**src/design/datapathPkg.sv**
```systemverilog
//##########################################################################
// shared definitions for the single-bus datapath: word types, ALU
// operations, bus source enables, load enables and the control word
//##########################################################################
package datapathPkg;

    localparam int wordBits  = 32;
    localparam int gprCount  = 16;
    localparam int wideBits  = 2 * wordBits;
    localparam int shiftBits = $clog2(wordBits); // shift amount width, 5

    typedef logic [wordBits-1:0] word_t;
    typedef logic [wideBits-1:0] wide_t;
    typedef logic [gprCount-1:0] gprSel_t; // one-hot, bit i is R[i]

    typedef enum logic [3:0] {
        opNone = 4'd0,
        opAdd  = 4'd1,
        opSub  = 4'd2,
        opMul  = 4'd3,
        opDiv  = 4'd4,
        opShr  = 4'd5,
        opShl  = 4'd6,
        opRor  = 4'd7,
        opRol  = 4'd8,
        opAnd  = 4'd9,
        opOr   = 4'd10,
        opNeg  = 4'd11,
        opNot  = 4'd12,
        opInc  = 4'd13
    } aluOp_t;

    // one enable per bus driver
    typedef struct packed {
        gprSel_t gprOut;
        logic    pcOut;
        logic    mdrOut;
        logic    rzLoOut;
        logic    rzHiOut;
        logic    hiOut;
        logic    loOut;
        logic    inportOut;
    } busSrc_t;

    typedef struct packed {
        gprSel_t gprIn;
        logic    pcIn;
        logic    irIn;
        logic    marIn;
        logic    mdrIn;
        logic    ryIn;
        logic    rzIn;
        logic    hiIn;
        logic    loIn;
        logic    outputIn;
        logic    read;     // MDR takes memory data instead of the bus
    } loadCtl_t;

    typedef struct packed {
        busSrc_t  src;
        loadCtl_t load;
        aluOp_t   aluOp;
    } controlWord_t;

endpackage

```
**src/design/busSelect.sv**
```systemverilog
//##########################################################################
// bus source selection by fixed priority
//##########################################################################
module busSelect (
    input  datapathPkg::busSrc_t src,
    input  datapathPkg::word_t   gprValues [0:datapathPkg::gprCount-1],
    input  datapathPkg::word_t   pcValue,
    input  datapathPkg::word_t   mdrValue,
    input  datapathPkg::wide_t   rzValue,
    input  datapathPkg::word_t   hiValue,
    input  datapathPkg::word_t   loValue,
    input  datapathPkg::word_t   inportData,
    output datapathPkg::word_t   bus
);

    datapathPkg::word_t gprWord;

    // scan downward so the lowest enabled index is left in gprWord
    always_comb begin
        gprWord = '0;
        for (int i = datapathPkg::gprCount - 1; i >= 0; i--) begin
            if (src.gprOut[i]) begin
                gprWord = gprValues[i];
            end
        end
    end

    always_comb begin
        if (|src.gprOut) begin
            bus = gprWord;
        end else if (src.pcOut) begin
            bus = pcValue;
        end else if (src.mdrOut) begin
            bus = mdrValue;
        end else if (src.rzLoOut) begin
            bus = rzValue[datapathPkg::wordBits-1:0];
        end else if (src.rzHiOut) begin
            bus = rzValue[datapathPkg::wideBits-1:datapathPkg::wordBits];
        end else if (src.hiOut) begin
            bus = hiValue;
        end else if (src.loOut) begin
            bus = loValue;
        end else if (src.inportOut) begin
            bus = inportData;
        end else begin
            bus = '0;   // idle bus reads as zero
        end
    end

endmodule

```
**config.mk**
```make
export PLATFORM = sky130hd
export DESIGN_NAME = busSelect
export DESIGN_NICKNAME = d
export VERILOG_FILES = /design/src/design/datapathPkg.sv /design/src/design/busSelect.sv
export SDC_FILE = /design/constraint.sdc
export NUM_CORES = 1
export LEC_CHECK = 0
export BUFFER_PORTS_ARGS = -buffer_cell sky130_fd_sc_hd__buf_2
export CAP_MARGIN = 30
export CORE_AREA = 2 2 309 311
export DETAILED_ROUTE_END_ITERATION = 10
export DIE_AREA = 0 0 311 313
export PLACE_DENSITY_LB_ADDON = 0.3
export SYNTH_ARGS = -nofsm -noshare
export SYNTH_HDL_FRONTEND = slang
export SYNTH_SLANG_ARGS = --single-unit
```
**constraint.sdc**
```tcl
create_clock -name vclk -period 3.5
set_input_delay 0.175 -clock vclk [all_inputs]
set_output_delay 0.175 -clock vclk [all_outputs]
set_load 0.01 [all_outputs]
```
Word-level counts from Yosys, hierarchy flattened --
Cells that the tools add are included.
Storage, ports and cells: output and inout port bits 32, bits in latches 0, register bits 0, RAM bits 0, memories kept 0, memory bits (read-only) 0
Operators by class: bitwise operators 0, magnitude comparators 0, equality and inequality tests 0, multiply operators 0, mux-type cells 24, shifts and indexed selects 0, reductions and logical operators 1, add/sub/neg operators 0, div/mod/pow operators 0
Operators by type and width (number):
- $mux 32 | 24
- $reduce_or 16->1 | 1

Depth between registers and ports, before layout --
depth after elaboration 17, depth in mapped cells 10, gate-level depth less buffers 5

Least setup slack after synthesis --
No wires, ideal clock.
path type input-to-output, start input port src[15] (netlist bit), end output port bus[10], slack 1.635 ns, stages on the path 10, data arrival time 1.690 ns, path buffers 5, data required time 3.325 ns, cells stage by stage buf_6 > or2_1 > buf_6 > nor4_4 > and3_1 > buf_6 > buf_12 > buf_12 > o21ai_1 > o22ai_1
On the way: word-level cells in the longest chain between the ends 10, elaborated cells between the ends (all ways) 11, those cells by class mux (10); reduce/logical (1)
Ends and longest elaborated chain:
- start: declaration | RTL line busSelect.sv:5 | input datapathPkg::busSrc_t src,
- $mux 32 (9 in a row) | RTL line busSelect.sv:22 | if (src.gprOut[i]) begin
- $mux 32 (*) | RTL line busSelect.sv:29 | if (|src.gprOut) begin
- end: declaration | RTL line busSelect.sv:13 | output datapathPkg::word_t bus
Every way passes the cells marked *; elsewhere a longest branch is shown, timed or not.

Final worst setup path --
start input port src[21] (netlist bit), end output port bus[16]
On the way: word-level cells in the longest chain between the ends 16, elaborated cells between the ends (all ways) 17, those cells by class mux (16); reduce/logical (1)
Ends and longest elaborated chain (RTL line):
- $mux 32 (15 in a row) | busSelect.sv:22
- $mux 32 (*) | busSelect.sv:29
Marks and branches as above.

==> metrics.txt <==
Relative slew margins=33.42%; count of pins over their slew limit=0; hold path cells=4; mean post-synth cell area=6.483 um^2; # IOs=791; Seq/Total Area, Yosys=0%; vias in the first global route=12.37k; area grow syn2layout=95.03%; Hold WS=733.1 ps; Die ar.=97340 um^2; top-count cell post-synth=a221oi_1; count of unique library cells instantiated by Yosys=59; initial antenna violation count=49; Fmax=326.4 MHz; FF+latch area=0 um^2; cell type with the highest aggregate area in the netlist=a221oi_1; RePlAce Congestion=0.8974; Leak=5.184 nW; max-cap violation count=0; core box area=94160 um^2; status=finished, final reports clean; gr usage total=16.58%; most frequent cells after synthesis=a221oi_1, clkbuf_1, o22ai_1, o21ai_0, nor2_1; Arrival @ worst endpoint=2890 ps; crit path time final=3064 ps; Gate Count Post-Synth=935; Initial Utilization=6.438%; Post-Route WL=85610 um; Worst Tran Pin Value=998.7 ps; CP Max Fanout=20; Synth Warn #=0; Tcrit/Tclk final=87.54%; critical path class=input pin to output port; first-pass GRT wire length=111000 um; class of the worst hold path=input pin to output port; post-synth top area share=13.44%; fraction of layout instances using a drive strength above 1=54.91%; Setup Fix Bufs, Post-CTS=0; initial DRC count=1020; CP required=3320 ps; synthesized area=6062 um^2; vias per cell=4.186; crit path launch type=input pin; Hold Buf Count CTS=0; setup TNS=0 ps; die width=311 um; CLK BUF=0; Resized Gates After CTS=0; dpl hpwl=76070 um; Critical Path End Type=output port; Final setup viols=0; standard-cell rows=113; total gr overflow=0; drc violations=0; Chip Height=313 um; largest cells by area after synthesis=a221oi_1, o22ai_1, a221o_1; TritonRoute pass-1 iters=5; RSZ-0062 raised after global routing=no; FFs & Latches=0; maximum VDD drop=0.00006636 V; Final nets=2451; post-route ant nets=0; # port buffers=791; final hold violation count=0; via count=12.40k; per-cell routed wire length=28.89 um; syn_nets=1694; Pwr Density=128.5 nW/um^2; largest net degree at the start of global routing=30
==> cell type report <==
type | instances | area (um^2)
antenna | 8 | 20.02
fill | 11222 | 82340
inverter | 24 | 90.09
multi-input combinational | 786 | 5480
tap | 1265 | 1583
timing repair buffer | 880 | 4649
==> path summary, 6_finish.rpt <==
| kind | start | slack, ps | end |
|---|---|---|---|
| hold / removal | pcValue[25] | 730 | bus[25] |
| setup / recovery | src[21] | 440 | bus[16] |
==> worst max-delay path: stages <==
cell and delay (ps):
buf_2 240, buf_4 300, nor4_1 530, and3_2 660, buf_4 400, a221o_1 170
o32a_1 190, buf_2 170
==> cells by family after synthesis <==
group	Yosys count	synth area share, %
AOI/OAI and AO/OA	562	69.99
buffers and inverters	149	10.61
muxes	6	1.114
and+or+nand+nor	218	18.29
==> where the power goes <==
part           internal [mW]  switching (mW)   total [mW]
sequential                 0               0            0
combinational          0.634           0.885         1.52
clock            0.000000307               0  0.000000307
total                  0.634           0.885         1.52
==> metal layers <==
layer	GRT usage [%]	wire, um	vias up
li1	-	-	5515
met1	23.68	40580	5984
met2	26.50	37790	759
met3	2.415	5108	116
met4	2.921	1916	30
met5	0	223	-
==> cells in the final DEF (no fill, tap or decap), types with 11 or more instances in the layout <==
cell       synthesis  final
a2111oi_0         13     13
o221ai_1          37     37
a21oi_1           42     42
a221oi_1          93     93
a211o_1           11     11
a31oi_1           16     16
nand2_1           55     55
nor3_1            18     17
o221a_2           13     13
a21o_1            12     12
and3b_1           14     14
nand2b_1          16     14
inv_1             20     19
nor2_1            62     61
buf_4              1     86
o21ai_0           70     70
o211ai_1          30     30
a22oi_1           43     43
buf_2             19    792
o22ai_1           75     75
a221o_1           43     43
nor4_1            19     19
==> per-stage QoR <==
stage	util [%]	instances	power [mW]	worst slack (ps)	cell area, um^2
global route	12.55	2962	1.626	297.1	11820
detailed placement	12.53	2955	1.519	359.7	11800
CTS	12.53	2955	1.524	365.0	11800
floorplan	-	935	0.5510	1635	6062
finish	12.56	2963	1.519	436.0	11820
global placement	12.53	2954	1.519	351.6	11800
(Power assumes the default switching activity.)
