==> config.mk <==
export PLATFORM = sky130hd
export DESIGN_NAME = specialRegs
export DESIGN_NICKNAME = d
export VERILOG_FILES = /design/src/design/datapathPkg.sv /design/src/design/specialRegs.sv
export SDC_FILE = /design/constraint.sdc
export NUM_CORES = 1
export LEC_CHECK = 0
export BUFFER_PORTS_ARGS = -buffer_cell sky130_fd_sc_hd__buf_4
export CAP_MARGIN = 20
export CORE_AREA = 4 4 183 185
export DETAILED_ROUTE_END_ITERATION = 10
export DIE_AREA = 0 0 187 189
export GPL_TIMING_DRIVEN = 0
export PLACE_DENSITY = 0.73
export SKIP_CTS_REPAIR_TIMING = 1
export SLEW_MARGIN = 25
export SYNTH_ARGS = -nofsm -noshare
export SYNTH_HDL_FRONTEND = slang
export SYNTH_SLANG_ARGS = --single-unit
==> constraint.sdc <==
create_clock -name clk -period 2.2 [get_ports clk]
set_input_delay 0.44 -clock clk [delete_from_list [all_inputs] [get_ports clk]]
set_output_delay 0.44 -clock clk [all_outputs]
set_load 0.02 [all_outputs]
==> src/design/datapathPkg.sv <==
//##########################################################################
// shared definitions for the single-bus datapath: word types, ALU
// operations, bus source enables, load enables and the control word
//##########################################################################
package datapathPkg;

    localparam int wordBits  = 32;
    localparam int gprCount  = 16;
    localparam int wideBits  = 2 * wordBits;
    localparam int shiftBits = $clog2(wordBits); // shift amount width, 5

    typedef logic [wordBits-1:0] word_t;
    typedef logic [wideBits-1:0] wide_t;
    typedef logic [gprCount-1:0] gprSel_t; // one-hot, bit i is R[i]

    typedef enum logic [3:0] {
        opNone = 4'd0,
        opAdd  = 4'd1,
        opSub  = 4'd2,
        opMul  = 4'd3,
        opDiv  = 4'd4,
        opShr  = 4'd5,
        opShl  = 4'd6,
        opRor  = 4'd7,
        opRol  = 4'd8,
        opAnd  = 4'd9,
        opOr   = 4'd10,
        opNeg  = 4'd11,
        opNot  = 4'd12,
        opInc  = 4'd13
    } aluOp_t;

    // one enable per bus driver
    typedef struct packed {
        gprSel_t gprOut;
        logic    pcOut;
        logic    mdrOut;
        logic    rzLoOut;
        logic    rzHiOut;
        logic    hiOut;
        logic    loOut;
        logic    inportOut;
    } busSrc_t;

    typedef struct packed {
        gprSel_t gprIn;
        logic    pcIn;
        logic    irIn;
        logic    marIn;
        logic    mdrIn;
        logic    ryIn;
        logic    rzIn;
        logic    hiIn;
        logic    loIn;
        logic    outputIn;
        logic    read;     // MDR takes memory data instead of the bus
    } loadCtl_t;

    typedef struct packed {
        busSrc_t  src;
        loadCtl_t load;
        aluOp_t   aluOp;
    } controlWord_t;

endpackage

==> src/design/specialRegs.sv <==
//##########################################################################
// named datapath registers: PC, IR, MAR, MDR, RY, RZ, HI, LO, output port
//##########################################################################
module specialRegs (
    input  logic                  clk,
    input  logic                  reset,
    input  datapathPkg::loadCtl_t load,
    input  datapathPkg::word_t    bus,
    input  datapathPkg::word_t    mdataIn,
    input  datapathPkg::wide_t    aluResult,
    output datapathPkg::word_t    pcValue,
    output datapathPkg::word_t    irValue,
    output datapathPkg::word_t    marValue,
    output datapathPkg::word_t    mdrValue,
    output datapathPkg::word_t    ryValue,
    output datapathPkg::word_t    hiValue,
    output datapathPkg::word_t    loValue,
    output datapathPkg::word_t    outputPort,
    output datapathPkg::wide_t    rzValue
);

    datapathPkg::word_t mdrNext;

    assign mdrNext = load.read ? mdataIn : bus;

    // program flow and memory interface
    always_ff @(posedge clk) begin
        if (reset) begin
            pcValue  <= '0;
            irValue  <= '0;
            marValue <= '0;
            mdrValue <= '0;
        end else begin
            if (load.pcIn) begin
                pcValue <= bus;
            end
            if (load.irIn) begin
                irValue <= bus;
            end
            if (load.marIn) begin
                marValue <= bus;
            end
            if (load.mdrIn) begin
                mdrValue <= mdrNext;
            end
        end
    end

    // ALU operand and result side
    always_ff @(posedge clk) begin
        if (reset) begin
            ryValue    <= '0;
            rzValue    <= '0;
            hiValue    <= '0;
            loValue    <= '0;
            outputPort <= '0;
        end else begin
            if (load.ryIn) begin
                ryValue <= bus;
            end
            if (load.rzIn) begin
                rzValue <= aluResult;   // both halves at once
            end
            if (load.hiIn) begin
                hiValue <= bus;
            end
            if (load.loIn) begin
                loValue <= bus;
            end
            if (load.outputIn) begin
                outputPort <= bus;
            end
        end
    end

endmodule

# After elaboration in Yosys (flattened, before gate mapping)
# Index checks and enable logic that the tools add are counted.
[totals] register_bits=320 elab_cells=10
[classes] n_mux=1
[op_table] cell="32-bit 2-to-1 mux" count=1

# Logic depth before layout (Yosys ltp)
[logic_depth] word_depth=1 mapped_depth=4 ltp_nobuf=2

# Least setup slack after synthesis
# OpenSTA, ideal clock, no wires.
[synth_timing] path_kind="input to register" start="input port load[4] (netlist name)" end="register rzValue[10]" setup_ns=0.117 arrival_ns=1.006 required_time_ns=2.083 setup_slack_ns=1.077 stages=4 path_cell_list="buf_4 > buf_6 > mux2i_1 > nor2_1"
[synth_lines] element="start, declared" line_no="specialRegs.sv:7" rtl="input datapathPkg::loadCtl_t load,"
[synth_lines] element="end signal, assigned" line_no="specialRegs.sv:62" rtl="rzValue <= aluResult;"
[synth_lines] element="end, declared" line_no="specialRegs.sv:19" rtl="output datapathPkg::wide_t rzValue"

# Worst setup path in the final report
[layout_timing] start="register irValue[29]" end="output port irValue[29]"
[layout_lines] element="start, declared" line_no="specialRegs.sv:12" rtl="output datapathPkg::word_t irValue,"
[layout_lines] element="start signal, assigned" line_no="specialRegs.sv:38" rtl="irValue <= bus;"
# No word-level cell between the ends.

==> flow_metrics.tcl <==
set metrics [dict create \
    finalMaxSlewViolations 0 \
    drtAntennaViolNets 0 \
    r2r-start "mdrValue[26]" \
    yosysSeqAreaShare_pct 54.2 \
    cts.sinks 320 \
    drc 0 \
    synth_top_area_share_pct 54.2 \
    dr_total_vias 9554 \
    period_share_pct 68.4 \
    synthTopCellsByArea "dfxtp_1, mux2i_1, nor2_1" \
    pre_cts_ws_ns 0.621 \
    cap_violations 0 \
    drive_gt1_share_pct 36.6 \
    cp.required_ns 1.76 \
    arrival_ns 1.06 \
    grt_pass1_vias 9923 \
    synth_nets 1262 \
    fp.dieW_um 187 \
    clock_latency_ns 0.50 \
    cp_top_family "flip-flops" \
    grt_max_degree 15 \
    nets 1716 \
    path_clk_slew_ns 0.06 \
    layout_commonest_cell "buf_4" \
    place_congestion 0.863 \
    port_buffers 416 \
    drtIter0Drc 316 \
    rrSetupSlack_ns 1.47 \
    fill_cells 2847 \
    critPathLaunchType "register" \
    wl_per_cell_um 20.7 \
    ys.warnings.count 0 \
    worst_r2r_path_depth 2 \
    leakage_uw 0.00841 \
    ioPinCount 476 \
    hold_depth 3 \
    cts_buffer_depth 3 \
    setup_viol 0 \
    tightest_slew_ns 0.700 \
    regArea_mm2 0.00641 \
    syn2layout_area_growth_pct 41.3 \
    hold_end "rzValue[6]" \
    worstHoldStart "aluResult[6]" \
    ir_drop_mv 0.672 \
    grt.overflow.total 0 \
    synth_seq_cells 320 \
    die_area_mm2 0.0353 \
    cp_num_buf_inv 1 \
    vias_per_cell 4.80 \
    relSlewSlack_pct 53.3 \
    final_cell_mix "buf_4, mux2i_1, nor2_1, dfxtp_1, buf_2" \
    setup_tns_ns 0 \
    yosysTopAreaCell "dfxtp_1" \
    fin_crit_ns 1.50 \
    power_density_mw_per_mm2 897 \
    hold_class "input port to register" \
    cts.htree.levels 2 \
    rsz0062_at_grt "no" \
    multi_input_area_mm2 0.00464 \
    hpwlAfterDp_um 31400 \
    cts_tree "yes" \
    crit_chain "buf_4" \
    hold_viol_final 0 \
    setup_slack_ns 0.696 \
    syn_area_mm2 0.0118 \
    antenna_found_initial 0 \
    cpPeakStageDelay_ns 0.39 \
    critPathKind "register to output pin" \
    r2r_end "mdrValue[26]" \
    die_h_um 189 \
    wl_um 41200 \
    status "finished, final reports clean" \
    postSynthAreaPerCell_um2 10.7 \
    grt_pass1_wl_um 61900 \
    gr-usage-all-layers_pct 22.4 \
    synth_cells 1106 \
    end_kind "output pin" \
    hold_slack_ns 0.177 \
    crit_fanout 2 \
    core_area_mm2 0.0320 \
    ctsRootBufferMaster "clkbuf_16" \
    fp-row-count 66 \
    synth.distinct_cells 10 \
    skew_ns 0 \
    cts_buffers 36 \
    first_pass_iters 5 \
    critPathSlowestCell "dfxtp_1" \
    initial_core_util_pct 36.9 \
    max_freq_mhz 665 \
]
==> worst max-delay path by stage <==
stage,from,end,depth (start not counted)
after floorplan,load[4],rzValue[10],4
after global placement,load[6],mdrValue[14],3
after detailed placement,load[6],mdrValue[19],3
after CTS,irValue[29],irValue[29],1
after global routing,irValue[29],irValue[29],1
final,irValue[29],irValue[29],1
==> state kept, by name, summed over array words and instances, names as in the netlist <==
signal / count
pcValue: 32
loValue: 32
hiValue: 32
irValue: 32
rzValue: 64
outputPort: 32
mdrValue: 32
ryValue: 32
marValue: 32
==> where the power goes <==
| group | total (uW) | internal [uW] | switching (uW) |
|---|---|---|---|
| clock | 6340 | 3970 | 2360 |
| sequential | 6350 | 6160 | 197 |
| combinational | 2310 | 998 | 1310 |
| total | 15000 | 11100 | 3870 |
==> kinds of logic after synthesis <==
family                 Yosys count  synth area share, %
AND/OR/NAND/NOR                320                 10.2
multiplexers                   320                 27.1
AO/OA/AOI/OAI                   32                 2.03
flip-flops                     320                 54.2
buffers and inverters          114                 6.59
==> cell usage after synthesis <==
master	number
buf_12	3
buf_2	44
mux2i_1	320
buf_6	7
clkbuf_1	7
a211oi_1	32
nor2_1	320
buf_1	1
dfxtp_1	320
buf_4	52
==> routing by layer <==
| layer | global-route usage (%) | routed length [um] |
|---|---|---|
| met4 | 7.94 | 1360 |
| met2 | 39.4 | 20000 |
| met3 | 6.43 | 3110 |
| met5 | 0 | 0 |
| met1 | 26.3 | 16700 |
==> through the flow <==
step / util [%] / total power (uW) / instance area [um^2] / std cells
after CTS: 52.2 / 15100 / 16700 / 1991
final: 52.2 / 15000 / 16700 / 1992
after global routing: 52.2 / 15600 / 16700 / 1991
after detailed placement: 48.3 / 8800 / 15500 / 1930
after global placement: 48.3 / 8760 / 15500 / 1930
after floorplan: - / 7740 / 11800 / 1106
==> final cells by class <==
| class | instances | share of cell area (%) |
|---|---|---|
| diodes | 1 | 0.0150 |
| clock inverters | 15 | 1.41 |
| plain buffers | 114 | 4.66 |
| clock buffers | 46 | 6.10 |
| repair buffers | 416 | 18.7 |
| multi-input cells | 672 | 27.8 |
| well taps | 408 | 3.05 |
| flip-flops and latches | 320 | 38.3 |
==> worst register-to-register path, stage by stage (launching register included) <==
cell	delay, ns
dfxtp_1	0.36
nor2_1	0.05
a211oi_1	0.23
No activity file was read; power rests on OpenSTA's default activity.
