==> src/design/datapathPkg.sv <==
//##########################################################################
// shared definitions for the single-bus datapath: word types, ALU
// operations, bus source enables, load enables and the control word
//##########################################################################
package datapathPkg;

    localparam int wordBits  = 32;
    localparam int gprCount  = 16;
    localparam int wideBits  = 2 * wordBits;
    localparam int shiftBits = $clog2(wordBits); // shift amount width, 5

    typedef logic [wordBits-1:0] word_t;
    typedef logic [wideBits-1:0] wide_t;
    typedef logic [gprCount-1:0] gprSel_t; // one-hot, bit i is R[i]

    typedef enum logic [3:0] {
        opNone = 4'd0,
        opAdd  = 4'd1,
        opSub  = 4'd2,
        opMul  = 4'd3,
        opDiv  = 4'd4,
        opShr  = 4'd5,
        opShl  = 4'd6,
        opRor  = 4'd7,
        opRol  = 4'd8,
        opAnd  = 4'd9,
        opOr   = 4'd10,
        opNeg  = 4'd11,
        opNot  = 4'd12,
        opInc  = 4'd13
    } aluOp_t;

    // one enable per bus driver
    typedef struct packed {
        gprSel_t gprOut;
        logic    pcOut;
        logic    mdrOut;
        logic    rzLoOut;
        logic    rzHiOut;
        logic    hiOut;
        logic    loOut;
        logic    inportOut;
    } busSrc_t;

    typedef struct packed {
        gprSel_t gprIn;
        logic    pcIn;
        logic    irIn;
        logic    marIn;
        logic    mdrIn;
        logic    ryIn;
        logic    rzIn;
        logic    hiIn;
        logic    loIn;
        logic    outputIn;
        logic    read;     // MDR takes memory data instead of the bus
    } loadCtl_t;

    typedef struct packed {
        busSrc_t  src;
        loadCtl_t load;
        aluOp_t   aluOp;
    } controlWord_t;

endpackage

==> src/design/registerFile.sv <==
//##########################################################################
// sixteen general registers written from the bus
//##########################################################################
module registerFile (
    input  logic                 clk,
    input  logic                 reset,
    input  datapathPkg::gprSel_t gprIn,
    input  datapathPkg::word_t   bus,
    output datapathPkg::word_t   gprValues [0:datapathPkg::gprCount-1]
);

    datapathPkg::word_t regs [0:datapathPkg::gprCount-1];

    // several registers may load the same bus word in one cycle
    always_ff @(posedge clk) begin
        for (int i = 0; i < datapathPkg::gprCount; i++) begin
            if (reset) begin
                regs[i] <= '0;
            end else if (gprIn[i]) begin
                regs[i] <= bus;
            end
        end
    end

    // read side feeds the bus selector
    always_comb begin
        for (int i = 0; i < datapathPkg::gprCount; i++) begin
            gprValues[i] = regs[i];
        end
    end

endmodule

==> config.mk <==
export PLATFORM = sky130hd
export DESIGN_NAME = registerFile
export DESIGN_NICKNAME = d
export VERILOG_FILES = /design/src/design/datapathPkg.sv /design/src/design/registerFile.sv
export SDC_FILE = /design/constraint.sdc
export NUM_CORES = 1
export LEC_CHECK = 0
export BUFFER_PORTS_ARGS = -buffer_cell sky130_fd_sc_hd__buf_4
export CORE_AREA = 2 2 217 219
export DETAILED_ROUTE_END_ITERATION = 8
export DIE_AREA = 0 0 219 221
export HOLD_SLACK_MARGIN = 0.05
export PLACE_DENSITY_LB_ADDON = 0.1
export SETUP_SLACK_MARGIN = 0.1
export SYNTH_ARGS = -nofsm -noshare
export SYNTH_HDL_FRONTEND = slang
export SYNTH_SLANG_ARGS = --single-unit
==> constraint.sdc <==
create_clock -name clk -period 2.4 [get_ports clk]
set_input_delay 0.24 -clock clk [delete_from_list [all_inputs] [get_ports clk]]
set_output_delay 0.24 -clock clk [all_outputs]
set_load 0.03 [all_outputs]
# Word-level counts from Yosys, hierarchy flattened
# Memory sizes are Yosys's and may differ from the RTL's.
# Index checks and enable logic that the tools add are counted.
# totals
output_inout_bits	512
mem_bits_rw	512
inputBits	50
register_bits	0
wordCells	83
n_memories	1
# mem_list
name	depth	word_bits	rd	rd_ports_with_merged_regs	write_ports	line	text
regs	16	32	16	0	16	registerFile.sv:12	datapathPkg::word_t regs [0:datapathPkg::gprCount-1];
# classes
muxes	66
bitwise_logic	16
# ops
operator	n
32-bit 2-to-1 mux	16
1-bit 2-to-1 mux	50
1-bit bitwise OR	16

# Logic depth before layout (Yosys ltp)
# Gate-level depths: netlist of run 1.
# logic_depth
ltp_word	4
mapped_depth	3
ltp_nobuf	1

# Least setup slack after synthesis of run 1
# No wires, ideal clock.
# synth_timing
kind	input-to-reg
from	input port reset
to	memory regs[0][100] (netlist name) (enable)
t_arrival_ns	1.092
stages	3
slack_ns	0.934
path_buffers	2
setup_time_ns	0.375
t_required_ns	2.025
path_cell_list	clkbuf_2 -> clkbuf_1 -> or2_2
# synth_lines
element	line	text
from (decl)	registerFile.sv:6	input logic reset,
to (decl)	registerFile.sv:12	

==> results of run 1 <==
==> Yosys cell counts <==
cell,count,area share [%]
edfxtp_1,512,75
or2_2,16,0.49
buf_2,54,1.3
clkbuf_1,81,1.5
clkbuf_2,3,0.073
and3b_1,512,22
==> area by class of cell <==
cell class	count	area, sq um
fillers	3612	19100
diodes	2	5.00
clock inverters	29	249
clock buffers	65	1370
well taps	607	759
flip-flops and latches	512	15400
repair buffers	594	4640
multi-input cells	528	4580
==> power breakdown <==
group / internal, mW / switching, mW / leakage [nW]
sequential: 10.6 / 0.256 / 5.50
combinational: 1.24 / 2.57 / 6.70
clock: 4.55 / 3.32 / 0.792
total: 16.4 / 6.15 / 13.0
==> logic make-up after synthesis <==
family	after synthesis	share of synthesized area, %
flip-flops	512	74.8
buffers and inverters	138	2.87
AND/OR/NAND/NOR	528	22.3
==> cells in the final DEF (no fill, tap or decap) <==
master	n
bufinv_16	5
and3b_1	512
diode_2	2
buf_4	579
clkinv_2	7
clkbuf_16	53
edfxtp_1	512
clkinv_1	17
buf_8	1
clkbuf_1	12
or2_2	16
buf_12	14
==> final timing paths <==
| check | startpoint | to | slack, ps | depth (start not counted) |
|---|---|---|---|---|
| worst min-delay path | bus[15] | regs[0][143] | 140 | 2 |
| worst max-delay path | regs[1][109] | gprValues[141] | 910 | 1 |
==> per-layer routing <==
| metal | track usage (%) | share of wire (%) |
|---|---|---|
| met1 | 32.4 | 40 |
| met2 | 40.3 | 48 |
| met3 | 9.69 | 10 |
| met4 | 6.58 | 2.4 |
| met5 | 0 | 0 |
==> impl_metrics.tcl, run 1 <==
set metrics [dict create \
    design.portCount 562 \
    largest_register_ffs 512 \
    finalMaxSlewViolations 0 \
    fmax_mhz 672 \
    dieArea_sq_um 48400 \
    endpoint_kind "primary output" \
    drv_cap 0 \
    peakVddDrop_uv 798 \
    hold_ws_ps 144 \
    clock_sinks 512 \
    fin_nets 1738 \
    vias 12400 \
    cpMaxStageDelayCell "edfxtp_1" \
    cp-start-kind "flop" \
    fin_util_pct 58.6 \
    track_usage_pct 25.3 \
    status "finished, final reports clean" \
    initial_core_util_pct 44.6 \
    p_per_area_nw_per_um2 836 \
    vias_per_cell 5.33 \
    top_regs "regs (512)" \
    synth_cells 1178 \
    synth_nets 1228 \
    cts_max_path_buffers 3 \
    drc 0 \
    post_cts_resized 0 \
    post-dp-hpwl_mm 42.4 \
    die_w_microns 219 \
    synth_warnings 0 \
    gp_congestion 0.820 \
    placed_area_sq_um 25400 \
    place_ws_ps 707 \
    ant_nets 0 \
    avgSynthCellArea_sq_um 17.4 \
    tightestPinTransition_ps 492 \
    cts-root-buf "clkbuf_16" \
    core_area_sq_um 46100 \
    crit_buf_inv 1 \
    rsz0062_at_grt "false" \
    hold_buffers 0 \
    p_leak_nw 13.0 \
    top_register "regs" \
    fin_crit_ps 1490 \
    grt_max_degree 74 \
    path_max_fanout 1 \
    min_path_type "in2reg" \
    final_cells 2337 \
    worstPathRequired_ps 2160 \
    setup_tns_ps 0 \
    io_buffers 561 \
    cp_top_family "flip-flops" \
    slew_headroom_pct 67.2 \
    cts-buffers-inserted 52 \
    ys_seq_area_share_pct 74.8 \
    ys_ff_latch 512 \
    p_total_mw 22.6 \
    critical-path-max-stage-delay_ps 450 \
    stdcell_area_sq_um 27000 \
    grt_overflow_total 0 \
    clk_pin_slew_ps 60 \
    crit_chain "buf_4" \
    wl_mm 62.5 \
    placed_cells 2241 \
    std_cell_rows 79 \
    antenna_found_initial 1 \
    grt_first_pass_wirelength_mm 88.5 \
    grt_pass1_vias 12300 \
    layout_setup_ws_ps 911 \
    wl_per_cell_microns 26.7 \
    post-cts-setup-buffers 0 \
    drt_iter0_drc 831 \
    area_growth_pct 31.3 \
    syn_area_sq_um 20500 \
    fin_crit_sh_pct 62.0 \
    crit_type "reg2out" \
    drive_above_1_share_pct 39.1 \
    cp.arrival_ps 1250 \
    report.final.setup_viol 0 \
    synth_cell_types 6 \
    hold_violations 0 \
    cts_max_level 2 \
    die_h_microns 221 \
    drtPass1Iterations 4 \
    cts_tree "done" \
]
Power figures use the tool's default switching activity.
==> inputs of run 2 (changes only) <==
--- a/config.mk
+++ b/config.mk
@@ -5,10 +5,11 @@
 export SDC_FILE = /design/constraint.sdc
 export NUM_CORES = 1
 export LEC_CHECK = 0
+export ABC_AREA = 1
 export BUFFER_PORTS_ARGS = -buffer_cell sky130_fd_sc_hd__buf_4
-export CORE_AREA = 2 2 217 219
+export CORE_AREA = 2 2 222 224
 export DETAILED_ROUTE_END_ITERATION = 8
-export DIE_AREA = 0 0 219 221
+export DIE_AREA = 0 0 224 226
 export HOLD_SLACK_MARGIN = 0.05
 export PLACE_DENSITY_LB_ADDON = 0.1
 export SETUP_SLACK_MARGIN = 0.1
==> constraint.sdc (replaced) <==
create_clock -name clk -period 1.4 [get_ports clk]
set_input_delay 0.14 -clock clk [delete_from_list [all_inputs] [get_ports clk]]
set_output_delay 0.14 -clock clk [all_outputs]
set_load 0.03 [all_outputs]
==> impl_metrics.tcl, run 2 <==
set metrics [dict create \
    drc 0 \
    drtPass1Iterations 5 \
    fmax_mhz 715 \
    cp.arrival_ps 1260 \
    slew_headroom_pct 73.4 \
    fin_crit_ps 1400 \
    vias_per_cell 4.79 \
    cp_top_family "flip-flops" \
    wl_mm 58.4 \
    peakVddDrop_uv 1020 \
    min_from "bus[6]" \
    synth_xor_area_share_pct 0 \
    wl_per_cell_microns 23.7 \
    synth_ff_type "edfxtp_1" \
    fillCellCount 4017 \
    top_register "regs" \
    syn_area_sq_um 18100 \
    drv_cap 0 \
    endpoint_kind "primary output" \
    ys_ff_latch 512 \
    finalMaxSlewViolations 0 \
    critical-path-max-stage-delay_ps 470 \
    ant_nets 0 \
    avgSynthCellArea_sq_um 15.4 \
    std_cell_rows 81 \
    worstPathRequired_ps 1260 \
    synth_top_family_by_area "simple AND/OR/NAND/NOR gates" \
    synth_nets 1221 \
    ys_seq_area_share_pct 85.1 \
    path_max_fanout 1 \
    cts-buffers-inserted 54 \
    cts_max_path_buffers 3 \
    placed_area_sq_um 23600 \
    use_met3_pct 7.69 \
    synth_edf_count 512 \
    crit_chain "buf_6" \
    met1_usage_pct 28.0 \
    clk_pin_slew_ps 60 \
    use_met2_pct 38.0 \
    cp-start-kind "flop" \
    initial_core_util_pct 37.4 \
    io_buffers 561 \
    ys_top_cells_by_area "edfxtp_1 (85%), nor2_1 (11%), buf_4 (1.1%), inv_1 (0.66%), or2_2 (0.55%)" \
    synth-adder-area-share_pct 0 \
    track_usage_pct 22.9 \
    top_regs "regs (512)" \
    final_cell_mix "nor2_1 (512), edfxtp_1 (512), buf_6 (508)" \
    report.final.setup_viol 0 \
    hold_violations 0 \
    dieArea_sq_um 50600 \
    post-dp-hpwl_mm 41.0 \
    tightestPinTransition_ps 399 \
    synth-compound-area-share_pct 0 \
    synth_cells 1171 \
    async_flop_share_pct 0 \
    grt_overflow_total 0 \
    cts-root-buf "clkbuf_16" \
    min_path_type "in2reg" \
    hold_ws_ps 78.9 \
    grt.busiest_layer "met2" \
    synth-simple-area-share_pct 11.7 \
    synthMuxAreaShare_pct 0 \
    cpMaxStageDelayCell "edfxtp_1" \
    whs_path_depth 4 \
    place_ws_ps 16.5 \
    area_growth_pct 51.8 \
    synth_common_cells "edfxtp_1 (512), nor2_1 (512), inv_1 (32)" \
    largest_register_ffs 512 \
    synth_top_area_cell "edfxtp_1" \
    n_antenna_cell 0 \
    fin_nets 1855 \
    core_area_sq_um 48300 \
    die_w_microns 224 \
    antenna_found_initial 0 \
    grt_pass1_vias 11800 \
    layout_setup_ws_ps 0.904 \
    synth_cell_types 13 \
    clock_sinks 512 \
    design.portCount 562 \
    synth_warnings 0 \
    cts_max_level 2 \
    rsz0062_at_grt "true" \
    stdcell_area_sq_um 27400 \
    p_per_area_nw_per_um2 1470 \
    cts_tree "done" \
    drive_above_1_share_pct 40.1 \
    crit_type "reg2out" \
    crit_buf_inv 1 \
    p_leak_nw 11.7 \
    status "finished, final reports clean" \
    gp_congestion 0.782 \
    startpoint "regs[0][179]" \
    drt_iter0_drc 872 \
    worst-path-stages 1 \
    vias 11800 \
    grt_max_degree 33 \
    synth_top_area_share_pct 85.1 \
    grt_first_pass_wirelength_mm 82.6 \
    die_h_microns 226 \
    fin_crit_sh_pct 99.9 \
]
==> run 2: cell count changes after synthesis <==
cell      change
clkbuf_2      -3
buf_1        +14
buf_2        -35
nor2_1      +512
buf_6         +2
nand2_1       +6
buf_4        +27
buf_12        +1
and3b_1     -512
clkbuf_1     -62
inv_1        +32
inv_2         +1
nand2_2      +10
==> run 2: kinds of logic (layout without fill, tap and decap cells) <==
logic type / after synthesis / count (layout)
AND/OR/NAND/NOR: 544 / 544
flip-flops: 512 / 512
buffers and inverters: 115 / 785
==> run 2: final cells by class <==
class | count | area [sq um] | share of cell area [%]
Clock buffer | 67 | 1420 | 5.18
Clock inverter | 25 | 298 | 1.09
Inverter | 33 | 124 | 0.452
Multi-Input combinational cell | 544 | 2110 | 7.68
Sequential cell | 512 | 15400 | 56.1
Tap cell | 622 | 778 | 2.84
Timing Repair Buffer | 660 | 7330 | 26.7
==> run 2: metrics by stage <==
| stage | utilization [%] | TNS (ps) | total power [mW] | cells |
|---|---|---|---|---|
| 6_report | 56.7 | 0 | 40.3 | 2463 |
| 3_3_place_gp | 48.8 | 0 | 25.3 | 2350 |
| 4_1_cts | 56.6 | -126 | 40.6 | 2463 |
| 2_1_floorplan | - | 0 | 22.3 | 1171 |
| 3_5_place_dp | 48.8 | 0 | 25.4 | 2350 |
| 5_1_grt | 56.7 | -91.7 | 41.5 | 2463 |
==> run 2: worst paths after layout <==
check / end
setup / recovery: gprValues[339]
hold / removal: regs[0][198]
==> run 2: layer usage <==
layer  up-vias  share of wire (%)
met2       541                 50
met5         -                  0
met4         0                3.2
met3        93                9.2
met1      5912                 38
li1       5250                  -
==> run 2: power by group <==
group	switching [mW]	total, mW	internal [mW]	leakage (nW)
Sequential	0.671	18.9	18.3	5.50
Combinational	4.36	7.10	2.74	5.32
Clock	5.82	14.2	8.42	0.843
==> run 2: what timing repair did <==
item / 4_1_cts / 5_1_grt
hold buffers: 21 / 0
setup buffers: 0 / 0
resized for setup: 488 / 20
endpoints found under the setup margin: 488 / 492
endpoints found under the hold margin: 242 / 0
==> inputs of run 3 (changes only) <==
--- a/config.mk
+++ b/config.mk
@@ -7,9 +7,11 @@
 export LEC_CHECK = 0
 export ABC_AREA = 1
 export BUFFER_PORTS_ARGS = -buffer_cell sky130_fd_sc_hd__buf_4
-export CORE_AREA = 2 2 222 224
+export CELL_PAD_IN_SITES_DETAIL_PLACEMENT = 0
+export CELL_PAD_IN_SITES_GLOBAL_PLACEMENT = 2
+export CORE_MARGIN = 1.5
+export CORE_UTILIZATION = 34
 export DETAILED_ROUTE_END_ITERATION = 8
-export DIE_AREA = 0 0 224 226
 export HOLD_SLACK_MARGIN = 0.05
 export PLACE_DENSITY_LB_ADDON = 0.1
 export SETUP_SLACK_MARGIN = 0.1
==> impl_metrics.tcl, run 3 (same netlist as run 2, synthesis figures left out) <==
set metrics [dict create \
    whs_path_depth 4 \
    top_register "regs" \
    area_growth_pct 53.8 \
    endpoint_kind "primary output" \
    fin_crit_sh_pct 98.9 \
    cts-root-buf "clkbuf_16" \
    initial_core_util_pct 34.4 \
    hold_violations 0 \
    drc 0 \
    met1_usage_pct 27.2 \
    worstPathRequired_ps 1260 \
    worst-path-stages 1 \
    grt_first_pass_wirelength_mm 83.8 \
    largest_register_ffs 512 \
    grt_overflow_total 0 \
    post-dp-hpwl_mm 43.1 \
    p_leak_nw 11.8 \
    stdcell_area_sq_um 27800 \
    path_max_fanout 1 \
    final_common_cell "buf_6" \
    clock_sinks 512 \
    io_buffers 561 \
    vias_per_cell 4.57 \
    cts_max_level 2 \
    vias 11700 \
    dieArea_sq_um 54500 \
    crit_chain "buf_6" \
    die_h_microns 234 \
    final_cell_mix "buf_6 (514), nor2_1 (512), edfxtp_1 (512)" \
    min_from "bus[19]" \
    grt.busiest_layer "met2" \
    finalMaxSlewViolations 0 \
    min_path_type "in2reg" \
    top_regs "regs (512)" \
    fin_nets 1883 \
    placed_area_sq_um 23700 \
    cts_tree "done" \
    tightestPinTransition_ps 412 \
    final_cells 2563 \
    wl_per_cell_microns 24.0 \
    grt_pass1_vias 11500 \
    placed_cells 2410 \
    cp.arrival_ps 1250 \
    status "finished, final reports clean" \
    std_cell_rows 84 \
    fin_crit_ps 1390 \
    wl_mm 61.4 \
    design.portCount 562 \
    report.final.setup_viol 0 \
    fin_util_pct 52.9 \
    cts-buffers-inserted 54 \
    p_per_area_nw_per_um2 1420 \
    drive_above_1_share_pct 39.4 \
    drt_iter0_drc 836 \
    clk_pin_slew_ps 60 \
    use_met2_pct 36.2 \
    drtPass1Iterations 5 \
    use_met3_pct 7.17 \
    whs_endpoint "regs[1][179]" \
    cts_max_path_buffers 3 \
    cpMaxStageDelayCell "edfxtp_1" \
    hold_ws_ps 71.3 \
    antenna_found_initial 1 \
    rsz0062_at_grt "true" \
    critical-path-max-stage-delay_ps 460 \
    crit_type "reg2out" \
    fmax_mhz 722 \
    die_w_microns 234 \
    drv_cap 0 \
    grt_max_degree 33 \
    cp-start-kind "flop" \
    cp_top_family "flip-flops" \
    crit_buf_inv 1 \
    peakVddDrop_uv 892 \
    core_area_sq_um 52600 \
    ant_nets 0 \
    gp_congestion 0.818 \
    track_usage_pct 21.9 \
    slew_headroom_pct 72.5 \
]
-- run 3: cell types whose count changed in the layout (fill, tap and decap cells not counted), moves of 6 or more --
cell,before,now
buf_12,33,41
buf_4,98,87
buf_6,508,514
bufinv_16,7,1
clkbuf_1,12,4
clkinv_1,8,24
dlygate4sd3_1,21,45
-- run 3: metal layers --
metal  vias up  wire length (microns)  share of wire (%)
met5         -                      0                  0
met4         0                   1810                2.9
met3        86                   5390                8.8
met2       472                  30300                 49
met1      5841                  23900                 39
li1       5307                      -                  -
-- run 3: timing repair --
action                     in CTS  in global routing
setup buffers                   0                  9
hold buffers                   46                  0
gates cloned                    0                  0
resized for setup             511                  4
hold endpoints to repair      381                  0
setup endpoints to repair     511                517
-- run 3: tightest hold or removal path: cells and delay by family --
| kind | cells | cell delay (ps) |
|---|---|---|
| buffers and inverters | 3 | 300 |
| AND/OR/NAND/NOR | 1 | 120 |
-- run 3: through the flow --
step / TNS, ps / setup WS (ps) / power [mW]
after floorplan: 0 / 204 / 22.3
after global placement: 0 / 124 / 25.4
after global routing: -60.4 / -26.7 / 40.6
after detailed placement: 0 / 94.1 / 25.5
after CTS: -16.0 / -9.39 / 39.7
final: 0 / 14.9 / 39.3
-- run 3: cell type report --
cell class                 instances  area [sq um]
multi-input combinational        544          2110
timing repair buffer             688          7720
tap                              688           861
clock buffer                      58          1370
inverter                          33           124
sequential                       512         15400
antenna                            1          2.50
fill                            4477         24800
clock inverter                    39           223
-- run 3: worst max path at each step --
stage,startpoint,end
after detailed placement,reset,regs[1][146]
after CTS,regs[1][198],gprValues[38]
after global placement,reset,regs[1][136]
after floorplan,reset,regs[0][100]
after global routing,regs[1][198],gprValues[38]
final,regs[0][46],gprValues[462]
-- run 3: power by group --
part / internal (mW) / switching (mW) / total [mW]
sequential: 18.3 / 0.677 / 18.9
combinational: 2.82 / 4.43 / 7.25
clock: 7.20 / 5.97 / 13.2
